[src/hw/ofdm_pkg.sv]
package ofdm_pkg;

    // log2 of the FFT length
    localparam int NFFT_DEFAULT = 4;
    // cyclic prefix in samples
    localparam int CP_LEN_DEFAULT = 4;
    // window opens this many samples before the prefix ends
    localparam int CP_ADVANCE_DEFAULT = 3;
    localparam int SYMS_PER_BURST_DEFAULT = 4;

    function automatic int fft_len(input int nfft);
        return 1 << nfft;
    endfunction

    // samples per symbol, prefix included
    function automatic int sym_len(input int nfft, input int cp_len);
        return fft_len(nfft) + cp_len;
    endfunction

    localparam int FFT_LEN_DEFAULT = fft_len(NFFT_DEFAULT);
    localparam int SYM_LEN_DEFAULT = sym_len(NFFT_DEFAULT, CP_LEN_DEFAULT);

endpackage

[src/hw/sample_pkg.sv]
package sample_pkg;

    // one real or imaginary component
    localparam int COMP_W = 16;
    // imaginary in the upper half, real in the lower half
    localparam int SAMPLE_W = 2 * COMP_W;
    // unity in Q1.15, one LSB short of 1.0
    localparam int COEF_ONE = (1 << (COMP_W - 1)) - 1;
    localparam real PI = 3.14159265358979;

    // clamp a widened component back into COMP_W bits
    function automatic logic [COMP_W-1:0] sat_comp(input logic signed [2*COMP_W:0] x);
        if (x > COEF_ONE) begin
            return COMP_W'(COEF_ONE);
        end else if (x < -COEF_ONE - 1) begin
            return COMP_W'(-COEF_ONE - 1);
        end
        return x[COMP_W-1:0];
    endfunction

    // a times b with b in Q1.15, rounded half up per component
    function automatic logic [SAMPLE_W-1:0] cmul_round(
        input logic [SAMPLE_W-1:0] a,
        input logic [SAMPLE_W-1:0] b
    );
        logic signed [COMP_W-1:0] a_re;
        logic signed [COMP_W-1:0] a_im;
        logic signed [COMP_W-1:0] b_re;
        logic signed [COMP_W-1:0] b_im;
        logic signed [2*COMP_W:0] p_re;
        logic signed [2*COMP_W:0] p_im;
        a_re = a[COMP_W-1:0];
        a_im = a[SAMPLE_W-1:COMP_W];
        b_re = b[COMP_W-1:0];
        b_im = b[SAMPLE_W-1:COMP_W];
        p_re = (a_re * b_re - a_im * b_im + (1 << (COMP_W - 2))) >>> (COMP_W - 1);
        p_im = (a_re * b_im + a_im * b_re + (1 << (COMP_W - 2))) >>> (COMP_W - 1);
        return {sat_comp(p_im), sat_comp(p_re)};
    endfunction

endpackage

[src/hw/symbol_framer.sv]
`timescale 1ns/100ps

module symbol_framer #(
    parameter int NFFT           = ofdm_pkg::NFFT_DEFAULT,
    parameter int SYMS_PER_BURST = ofdm_pkg::SYMS_PER_BURST_DEFAULT
) (
    input  logic                            clk_i,
    input  logic                            reset_ni,
    input  logic [sample_pkg::SAMPLE_W-1:0] in_data_i,
    input  logic                            in_valid_i,
    input  logic [NFFT-1:0]                 bin_i,
    output logic [sample_pkg::SAMPLE_W-1:0] out_data_o,
    output logic                            out_valid_o,
    output logic [NFFT-1:0]                 out_bin_o,
    output logic                            symbol_start_o,
    output logic                            pbch_valid_o,
    output logic                            sss_valid_o
);

    localparam int N = ofdm_pkg::fft_len(NFFT);
    localparam int SYM_W = (SYMS_PER_BURST > 1) ? $clog2(SYMS_PER_BURST) : 1;

    logic [NFFT-1:0]  pos_cnt;
    logic [SYM_W-1:0] sym_cnt;

    always_ff @(posedge clk_i) begin
        if (!reset_ni) begin
            pos_cnt        <= '0;
            sym_cnt        <= '0;
            out_valid_o    <= 1'b0;
            symbol_start_o <= 1'b0;
            pbch_valid_o   <= 1'b0;
            sss_valid_o    <= 1'b0;
        end else begin
            out_valid_o    <= in_valid_i;
            symbol_start_o <= in_valid_i && (pos_cnt == '0);
            // symbol 0 carries PBCH, symbol 1 carries SSS
            pbch_valid_o   <= in_valid_i && (sym_cnt == SYM_W'(0));
            sss_valid_o    <= in_valid_i && (SYMS_PER_BURST > 1) && (sym_cnt == SYM_W'(1));
            if (in_valid_i) begin
                pos_cnt <= pos_cnt + 1'b1;
                if (pos_cnt == NFFT'(N - 1)) begin
                    sym_cnt <= (sym_cnt == SYM_W'(SYMS_PER_BURST - 1)) ? '0 : sym_cnt + 1'b1;
                end
            end
        end
    end

    always_ff @(posedge clk_i) begin
        out_data_o <= in_data_i;
        out_bin_o  <= bin_i;
    end

    assert property (@(posedge clk_i) disable iff (!reset_ni)
        !(pbch_valid_o && sss_valid_o));

    // rotator bin count and symbol count must stay in step
    assert property (@(posedge clk_i) disable iff (!reset_ni)
        symbol_start_o |-> (out_bin_o == '0));

endmodule

[config.mk]
export PLATFORM = sky130hd
export DESIGN_NAME = symbol_framer
export DESIGN_NICKNAME = d
export VERILOG_FILES = /design/src/hw/ofdm_pkg.sv /design/src/hw/sample_pkg.sv /design/src/hw/symbol_framer.sv
export SDC_FILE = /design/constraint.sdc
export NUM_CORES = 1
export LEC_CHECK = 0
export BUFFER_PORTS_ARGS = -buffer_cell sky130_fd_sc_hd__buf_2
export CAP_MARGIN = 20
export CORE_AREA = 2 2 61 63
export CTS_CLUSTER_SIZE = 30
export DETAILED_ROUTE_END_ITERATION = 10
export DIE_AREA = 0 0 63 65
export PLACE_DENSITY = 0.76
export SLEW_MARGIN = 20
export SYNTH_ARGS = -nofsm -noshare
export SYNTH_HDL_FRONTEND = slang
export SYNTH_SLANG_ARGS = --single-unit
[constraint.sdc]
create_clock -name clk_i -period 1 [get_ports clk_i]
set_clock_uncertainty 0.05 [all_clocks]
set_input_delay 0.2 -clock clk_i [delete_from_list [all_inputs] [get_ports clk_i]]
set_output_delay 0.2 -clock clk_i [all_outputs]
set_load 0.01 [all_outputs]
==> metrics.txt <==
status=finished with violations; violations in the final reports=setup timing; WP data arrival=about 860 ps; Place WS=-108 ps; number of I/O pins=79; Die H=approximately 65 um; Pins Over Slew Limit=0; Worst slew margin=0.889; post-synthesis compound-gate area fraction=0.0128; XOR/XNOR share of the synthesized area=0.00749; GR peak layer=met2; DRT antenna net count=0; Post-Syn Instances=just over 80; Synth Area in Simple Gates=0.0781; CTS tree=built; r2r setup slk=-90 ps; synthesized area per cell=about 14 um2; GR Util All Layers=0.171; final hold vios=0; Worst path max stage delay=around 370 ps; CP startpoint kind=flop; row count=22; clock latency on the worst-skew pair=between 300 and 400 ps; n_diodes=0; TritonRoute pass-1 iters=4; FF-to-FF End=sym_cnt[0]; DR vias=between 1000 and 1500; Worst Setup End Kind=output port; slew at the pin closest to its max-slew limit=between 150 and 200 ps; max cap viols=0; kind of critical path=flop to output port; port bufs=between 70 and 80; Final nets=250; slowest stage cell, crit path=dfxtp_1; GPL Wtd Cong=0.635; first-pass GRT wire length=5100 um; largest family of logic cells by synthesized area=simple AND/OR/NAND/NOR gates; worst r2r src=sym_cnt[0]; worst hold path class=input port to flop; PwrDens=1420 nW/um2; final setup fails=43; RSZ-0062 raised after global routing=yes; GRT met3 Usage=0.0799; Yosys cell types=18; clock sinks=46; routed len/inst=16.4 um; P&R area growth vs syn=96.5%; Max Freq=~0.9 GHz; Core Box Area=3500 um2; syn_nets=125; Crit path depth=1; crit path cell chain=buf_2; M1 GR Usage=0.177; DRC viols=0; setup ws final=-110 ps; Final period util=1.11; Vias/cell=between 4 and 5; post-synthesis mux area share=0.0342; Tot Pwr=between 3 and 4 mW; Initial Utilization=0.335; YS warnings=0; Critical Path End=out_data_o[16]; vias in the first global route=between 1000 and 1500; Die ar.=a little over 4000 um2; Iter 0 DRT Violations=66; Die X=63 um; Syn Std Cell Area=between 1000 and 1500 um2; total global routing overflow=0; Worst-path clk slew=around 130 ps; crit path launch=out_data_o[16]; Max clock buf depth=2; grt met2 use=0.291; largest net degree at the start of global routing=14; Routed WL=around 4200 um; CP delay by family, top=flip-flops; share of post-route cells with drive strength above 1=0.636; Synth Area in Adders=0.0535; Yosys reg bits=46; CTS H-Tree Depth=2; initial antenna violation count=0; post-DP HPWL=roughly 1800 um; Register-to-Register Path Depth=3; Max VDD drop=0.000585 V; Leak=~1.1 nW; sequential element share of the synthesized area=0.787; required time worst endpoint=roughly 750 ps; Fill cells=between 200 and 250; Critical path buffers and inverters=1; Util after Layout=0.657; Num CTS Buffers=5; crit-path max FO=1; fin crit period=1110 ps; CTS root buf=clkbuf_4
## cell usage after synthesis
master,n,share of area
dfxtp_1,46,0.79
ha_1,5,0.053
mux2i_1,4,0.034
xnor2_1,1,0.0075
nand3b_1,1,0.0064
a21oi_1,1,0.0043
and2_2,1,0.0064
and3_2,2,0.013
nand2_1,4,0.013
inv_1,5,0.016
nand4_1,2,0.011
or2b_1,1,0.0064
a21bo_2,1,0.0086
and3_1,1,0.0054
or3b_1,1,0.0075
buf_4,1,0.0064
nor2_1,3,0.0096
buf_2,1,0.0043
## final cells by class
type                       instances  area [um2]  area share
sequential                        46         958       0.417
timing repair buffer             120         950       0.413
multi-input combinational         28         260       0.113
tap                               48        60.1      0.0261
clock buffer                       6        41.3      0.0180
inverter                           5        21.3     0.00925
clock inverter                     1        7.51     0.00327
## metal layers
metal,part of all wire,vias up
li1,-,504
met4,0.016,0
met1,0.39,501
met2,0.53,59
met5,0,-
met3,0.069,4
## worst min path at each step
stage             startpoint              to  slack, ps  depth (start not counted)
6_report            reset_ni      pos_cnt[0]        110                          3
5_1_grt             reset_ni      pos_cnt[0]        110                          3
4_1_cts             reset_ni      pos_cnt[1]         80                          3
3_5_place_dp    in_data_i[9]   out_data_o[9]        250                          1
3_3_place_gp   in_data_i[22]  out_data_o[22]        250                          1
2_1_floorplan       bin_i[0]    out_bin_o[0]        180                          0
## sequential cells by signal, indices dropped and copies added (netlist names)
signal and flops:
sym_cnt 2, out_valid_o 1, symbol_start_o 1, pbch_valid_o 1, out_bin_o 4, pos_cnt 4
out_data_o 32, sss_valid_o 1
## where the power goes
part,leakage [nW],internal [mW],switching [mW]
clock,0.0243,0.263,0.550
combinational,0.674,0.295,0.168
sequential,0.388,1.94,0.0534
## metrics by stage
stage	TNS [ps]	cells	area, um2	hold WS, ps
floorplan	-51.9	81	1170	178
global placement	-88.1	209	1640	252
detailed placement	-171	209	1640	254
CTS	-2330	253	2100	82.0
global route	-4070	254	2300	113
finish	-2250	254	2300	109
## cell families after synthesis
kind of cell / after synthesis
AND/OR/NAND/NOR: 16
multiplexers: 4
flip-flops: 46
XOR/XNOR: 1
buffers and inverters: 7
AO/OA/AOI/OAI: 2
adder cells (fa/ha/maj): 5
## cell usage in the layout, fill, tap and decap left out, types with 3 or more instances in the layout
master and count:
buf_2 54, dlygate4sd3_1 36, dfxtp_2 27, buf_6 25, dfxtp_1 18, clkbuf_4 5, buf_4 5, mux2i_1 4
inv_2 3, nor2_1 3, nand2_1 3, ha_4 3
## what timing repair did
| item | 4_1_cts | 5_1_grt |
|---|---|---|
| endpoints found under the setup margin | 44 | 46 |
| gates resized for setup | 13 | 51 |
| pin swaps | 5 | 3 |
| gates cloned | 0 | 0 |
| buffers inserted | 1 | 1 |
| hold buffers | 36 | 0 |
| hold endpoints to repair | 36 | 0 |
Power figures use the tool's default switching activity.
