===== src/hw/ofdm_pkg.sv =====
package ofdm_pkg;

    // log2 of the FFT length
    localparam int NFFT_DEFAULT = 4;
    // cyclic prefix in samples
    localparam int CP_LEN_DEFAULT = 4;
    // window opens this many samples before the prefix ends
    localparam int CP_ADVANCE_DEFAULT = 3;
    localparam int SYMS_PER_BURST_DEFAULT = 4;

    function automatic int fft_len(input int nfft);
        return 1 << nfft;
    endfunction

    // samples per symbol, prefix included
    function automatic int sym_len(input int nfft, input int cp_len);
        return fft_len(nfft) + cp_len;
    endfunction

    localparam int FFT_LEN_DEFAULT = fft_len(NFFT_DEFAULT);
    localparam int SYM_LEN_DEFAULT = sym_len(NFFT_DEFAULT, CP_LEN_DEFAULT);

endpackage


===== src/hw/sample_pkg.sv =====
package sample_pkg;

    // one real or imaginary component
    localparam int COMP_W = 16;
    // imaginary in the upper half, real in the lower half
    localparam int SAMPLE_W = 2 * COMP_W;
    // unity in Q1.15, one LSB short of 1.0
    localparam int COEF_ONE = (1 << (COMP_W - 1)) - 1;
    localparam real PI = 3.14159265358979;

    // clamp a widened component back into COMP_W bits
    function automatic logic [COMP_W-1:0] sat_comp(input logic signed [2*COMP_W:0] x);
        if (x > COEF_ONE) begin
            return COMP_W'(COEF_ONE);
        end else if (x < -COEF_ONE - 1) begin
            return COMP_W'(-COEF_ONE - 1);
        end
        return x[COMP_W-1:0];
    endfunction

    // a times b with b in Q1.15, rounded half up per component
    function automatic logic [SAMPLE_W-1:0] cmul_round(
        input logic [SAMPLE_W-1:0] a,
        input logic [SAMPLE_W-1:0] b
    );
        logic signed [COMP_W-1:0] a_re;
        logic signed [COMP_W-1:0] a_im;
        logic signed [COMP_W-1:0] b_re;
        logic signed [COMP_W-1:0] b_im;
        logic signed [2*COMP_W:0] p_re;
        logic signed [2*COMP_W:0] p_im;
        a_re = a[COMP_W-1:0];
        a_im = a[SAMPLE_W-1:COMP_W];
        b_re = b[COMP_W-1:0];
        b_im = b[SAMPLE_W-1:COMP_W];
        p_re = (a_re * b_re - a_im * b_im + (1 << (COMP_W - 2))) >>> (COMP_W - 1);
        p_im = (a_re * b_im + a_im * b_re + (1 << (COMP_W - 2))) >>> (COMP_W - 1);
        return {sat_comp(p_im), sat_comp(p_re)};
    endfunction

endpackage


===== src/hw/cp_remover.sv =====
`timescale 1ns/100ps

module cp_remover #(
    parameter int NFFT           = ofdm_pkg::NFFT_DEFAULT,
    parameter int CP_LEN         = ofdm_pkg::CP_LEN_DEFAULT,
    parameter int CP_ADVANCE     = ofdm_pkg::CP_ADVANCE_DEFAULT,
    parameter int SYMS_PER_BURST = ofdm_pkg::SYMS_PER_BURST_DEFAULT
) (
    input  logic                            clk_i,
    input  logic                            reset_ni,
    input  logic [sample_pkg::SAMPLE_W-1:0] in_data_i,
    input  logic                            in_valid_i,
    input  logic                            burst_start_i,
    output logic [sample_pkg::SAMPLE_W-1:0] win_data_o,
    output logic                            win_valid_o
);

    typedef enum logic [1:0] {
        S_IDLE,
        S_PREFIX,
        S_WINDOW,
        S_TAIL
    } state_t;

    localparam int N = ofdm_pkg::fft_len(NFFT);
    localparam int PRE_LEN = CP_LEN - CP_ADVANCE;
    localparam int CNT_W = $clog2(ofdm_pkg::sym_len(NFFT, CP_LEN));
    localparam int SYM_W = (SYMS_PER_BURST > 1) ? $clog2(SYMS_PER_BURST) : 1;
    // with nothing to discard a symbol starts straight in the window
    localparam state_t FIRST_STATE = (PRE_LEN > 0) ? S_PREFIX : S_WINDOW;

    state_t           state;
    state_t           cur_state;
    logic [CNT_W-1:0] seg_cnt;
    logic [CNT_W-1:0] seg_end;
    logic [SYM_W-1:0] sym_cnt;
    logic             seg_last;
    logic             sym_last;

    always_comb begin
        // the burst start pulse rides on the first prefix sample
        cur_state = state;
        if (state == S_IDLE && burst_start_i) begin
            cur_state = FIRST_STATE;
        end
        case (cur_state)
            S_PREFIX: seg_end = CNT_W'(PRE_LEN - 1);
            S_WINDOW: seg_end = CNT_W'(N - 1);
            S_TAIL:   seg_end = CNT_W'(CP_ADVANCE - 1);
            default:  seg_end = '0;
        endcase
        seg_last = (seg_cnt == seg_end);
        // no tail when the window is not early
        sym_last = seg_last && (cur_state == S_TAIL ||
                   (cur_state == S_WINDOW && CP_ADVANCE == 0));
    end

    always_ff @(posedge clk_i) begin
        if (!reset_ni) begin
            state       <= S_IDLE;
            seg_cnt     <= '0;
            sym_cnt     <= '0;
            win_valid_o <= 1'b0;
        end else begin
            win_valid_o <= in_valid_i && (cur_state == S_WINDOW);
            if (in_valid_i && cur_state != S_IDLE) begin
                if (!seg_last) begin
                    seg_cnt <= seg_cnt + 1'b1;
                    state   <= cur_state;
                end else begin
                    seg_cnt <= '0;
                    if (sym_last) begin
                        if (sym_cnt == SYM_W'(SYMS_PER_BURST - 1)) begin
                            sym_cnt <= '0;
                            state   <= S_IDLE;
                        end else begin
                            sym_cnt <= sym_cnt + 1'b1;
                            state   <= FIRST_STATE;
                        end
                    end else if (cur_state == S_PREFIX) begin
                        state <= S_WINDOW;
                    end else begin
                        state <= S_TAIL;
                    end
                end
            end
        end
    end

    always_ff @(posedge clk_i) begin
        win_data_o <= in_data_i;
    end

    // FFT stages shift every cycle, so a window must arrive without gaps
    assert property (@(posedge clk_i) disable iff (!reset_ni)
        (state == S_WINDOW && seg_cnt != '0) |-> in_valid_i);

endmodule


===== config.mk =====
export PLATFORM = sky130hd
export DESIGN_NAME = cp_remover
export DESIGN_NICKNAME = d
export VERILOG_FILES = /design/src/hw/ofdm_pkg.sv /design/src/hw/sample_pkg.sv /design/src/hw/cp_remover.sv
export SDC_FILE = /design/constraint.sdc
export NUM_CORES = 1
export LEC_CHECK = 0
export BUFFER_PORTS_ARGS = -buffer_cell sky130_fd_sc_hd__buf_2
export CAP_MARGIN = 20
export CORE_UTILIZATION = 37
export CTS_CLUSTER_SIZE = 20
export DETAILED_ROUTE_END_ITERATION = 10
export HOLD_SLACK_MARGIN = 0.08
export PLACE_DENSITY = 0.73
export SYNTH_ARGS = -nofsm -noshare
export SYNTH_HDL_FRONTEND = slang
export SYNTH_SLANG_ARGS = --single-unit
export TNS_END_PERCENT = 100

===== constraint.sdc =====
create_clock -name clk_i -period 1.3 [get_ports clk_i]
set_input_delay 0.26 -clock clk_i [delete_from_list [all_inputs] [get_ports clk_i]]
set_output_delay 0.26 -clock clk_i [all_outputs]
set_load 0.005 [all_outputs]

==> out/qor.txt <==
# setup viols final = 9
Clock transition at path regs = 0.11 ns
Min-delay src = reset_ni
Routability-driven placement congestion ratio = 0.720
Area Growth Syn to Fin = 78.3%
Pre-antenna DRT Iters = 7
Fin crit share = 1.14
Capturing element type of the critical path = flip-flop
Worst Path Required = 1.57 ns
Crit path kind = reg2reg
Worst Max-Slew Pin Slew = 0.330 ns
Ant. Diodes = 0
Cell Pwr Density = 1250 nW/um^2
Leak = 0.978 nW
Clock tree sinks = 42
CTS Buf Count = 5
Hold WC Path Type = in2reg
Synth area leader = dfxtp_1
Layout cell share with drive strength beyond 1 = 0.481
IO Port Bufs = 68
Hpwl dp = 1870 um
Initial antenna violation count = 0
Crit-path cells = nor4_4, mux2i_4, buf_4, or3_1, a21oi_1
Critical path arrival = 1.76 ns
# nets final = 243
Setup Skew = 0.00139 ns
CTS tree = done
Violated checks = design-rule violations, negative setup slack
DRC = 3
# rows = 19
Final min period = 1.49 ns
Slew margin rel. = 0.779
Max-slew violation count = 0
Die height = 58.0 um
Fmax = 0.672 GHz
Cell variety after synth = 27
RR Startpoint = seg_cnt[2]
Dominant cells by area after synthesis = dfxtp_1 (72%), xor2_1 (3.0%), ha_1 (2.2%)
Crit-path max FO = 3
Fin worst setup slack = -0.188 ns
Critical Path Slowest Stage Cell = dfxtp_4
Max Root-Sink Buffers = 2
Syn_nets = 125
Worst-Skew Late Latency = 0.33 ns
# IOs = 69
Min Hold Slack = 0.224 ns
Vias in the first global route = 1151
Root Driver = clkbuf_4
Seq/Total Area, Yosys = 0.724
Tot Pwr = 2.60 mW
Unrepaired setup endpoints after global routing = true
Avg Vias per Cell = 4.62
Die Area = 3370 um^2
Peak supply drop = 0.000841 V
Cells after synthesis = 87
CTS HTree Levels = 2
Yosys top cell area share = 0.724
CP peak stage delay = 0.37 ns
Detail Route Antenna Nets = 0
Buf+Inv Stages, Crit Path = 1
Filler instances = 207
Global-route wire length before repair = 4970 um
DR iter-0 viols = 55
Largest net degree at the start of global routing = 14
DR WL/cell = 14.3 um
Syn_area_per_cell = 13.3 um^2
Startpoint types = flip-flop
Yosys reg bits = 42
Initial Utilization = 0.407
Total number of vias = 1095
Tot GR Track Use = 0.208
Final Hold Vio Count = 0
Max-Cap Viols = 0
Status = finished, violations left
Warnings, synthesis = 0
GR Overflow Total = 0
Cell Area, Synth = 1160 um^2
CORE AREA = 2850 um^2
Critical Path Source = seg_cnt[2]
Crit-path leading delay family = simple AND/OR/NAND/NOR gates
Die Wd = 58.0 um
Routed WL = 3400 um
==> synth_stat cells <==
| master | count |
|---|---|
| a21oi_1 | 2 |
| mux2i_1 | 1 |
| inv_1 | 1 |
| nor4_4 | 1 |
| dfxtp_1 | 42 |
| and3_1 | 1 |
| nand2b_1 | 1 |
| buf_4 | 1 |
| nor2_1 | 5 |
| o31a_1 | 1 |
| xnor2_1 | 1 |
| ha_1 | 2 |
| and2b_4 | 1 |
| or3_1 | 1 |
| o311a_2 | 1 |
| nand2_1 | 5 |
| nand3_1 | 1 |
| and4b_1 | 1 |
| a21boi_1 | 1 |
| xor2_1 | 4 |
| nand4_1 | 3 |
| o31ai_1 | 2 |
| nor3b_1 | 1 |
| o21ai_0 | 3 |
| mux2i_2 | 1 |
| or4_1 | 1 |
| a31oi_1 | 2 |
==> layer usage <==
metal / share of wire / global-route usage / up-vias / wire, um
met5: 0 / 0 / - / 0
met4: 0.024 / 0.102 / 0 / 80
met3: 0.049 / 0.0603 / 6 / 165
met2: 0.59 / 0.402 / 51 / 1990
met1: 0.34 / 0.198 / 499 / 1160
li1: - / - / 539 / -
==> where the power goes <==
part	switching [mW]	leakage [nW]	total (mW)	internal [mW]
Combinational	0.171	0.586	0.417	0.247
Sequential	0.0266	0.353	1.38	1.35
Clock	0.391	0.0385	0.797	0.406
==> layout by cell type (no fill, tap or decap), drive strengths merged, types with 2 or more instances in the layout <==
cell type    count
a21oi            2
o31ai            2
buf             80
a31oi            2
clkbuf           6
nor2             5
ha               2
nand2            5
dfxtp           42
xor2             4
mux2i            2
nand4            3
o21ai            3
dlygate4sd3     32
==> through the flow <==
step	instance area, um^2	TNS [ns]	instances	util	worst slack [ns]
after global placement	1610	-0.401	194	0.564	-0.137
after global routing	2070	-1.68	237	0.726	-0.227
after detailed placement	1610	-0.598	194	0.564	-0.169
after floorplan	1170	-0.209	87	-	-0.122
final	2070	-1.13	237	0.726	-0.188
after CTS	2040	-1.02	236	0.714	-0.179
==> sequential cells by signal (all words and copies together) (netlist names) <==
signal / cells
win_data_o: 32
state: 2
sym_cnt: 2
seg_cnt: 5
win_valid_o: 1
==> final cells by class <==
type / instances / area, um^2 / share of cell area
Clock buffer: 6 / 41.3 / 0.0199
Clock inverter: 2 / 37.5 / 0.0181
Inverter: 1 / 3.75 / 0.00181
Multi-Input combinational cell: 43 / 347 / 0.167
Sequential cell: 42 / 848 / 0.410
Tap cell: 31 / 38.8 / 0.0187
Timing Repair Buffer: 112 / 754 / 0.364
==> final timing paths <==
path | to | slack (ns) | cells past startpoint
hold / removal | state[0] | 0.22 | 2
setup reg to reg | state[1] | -0.19 | 5
hold reg to reg | sym_cnt[1] | 0.48 | 2
setup / recovery | state[1] | -0.19 | 5
==> repair_timing <==
| action | in CTS | in global routing |
|---|---|---|
| gates resized for setup | 5 | 7 |
| hold endpoints to repair | 32 | 0 |
| pin swaps | 3 | 3 |
| hold buffers | 32 | 0 |
| buffers inserted | 2 | 1 |
| endpoints found under the setup margin | 9 | 9 |
==> cells by family after synthesis <==
logic type	after synthesis	share of synthesized area
DFF	42	0.724
adders and majority gates	2	0.0215
and+or+nand+nor	22	0.117
AOI/OAI and AO/OA	12	0.0690
buffers and inverters	2	0.00970
xor gates and xnor gates	5	0.0377
muxes	2	0.0205
Power figures use the tool's default switching activity.
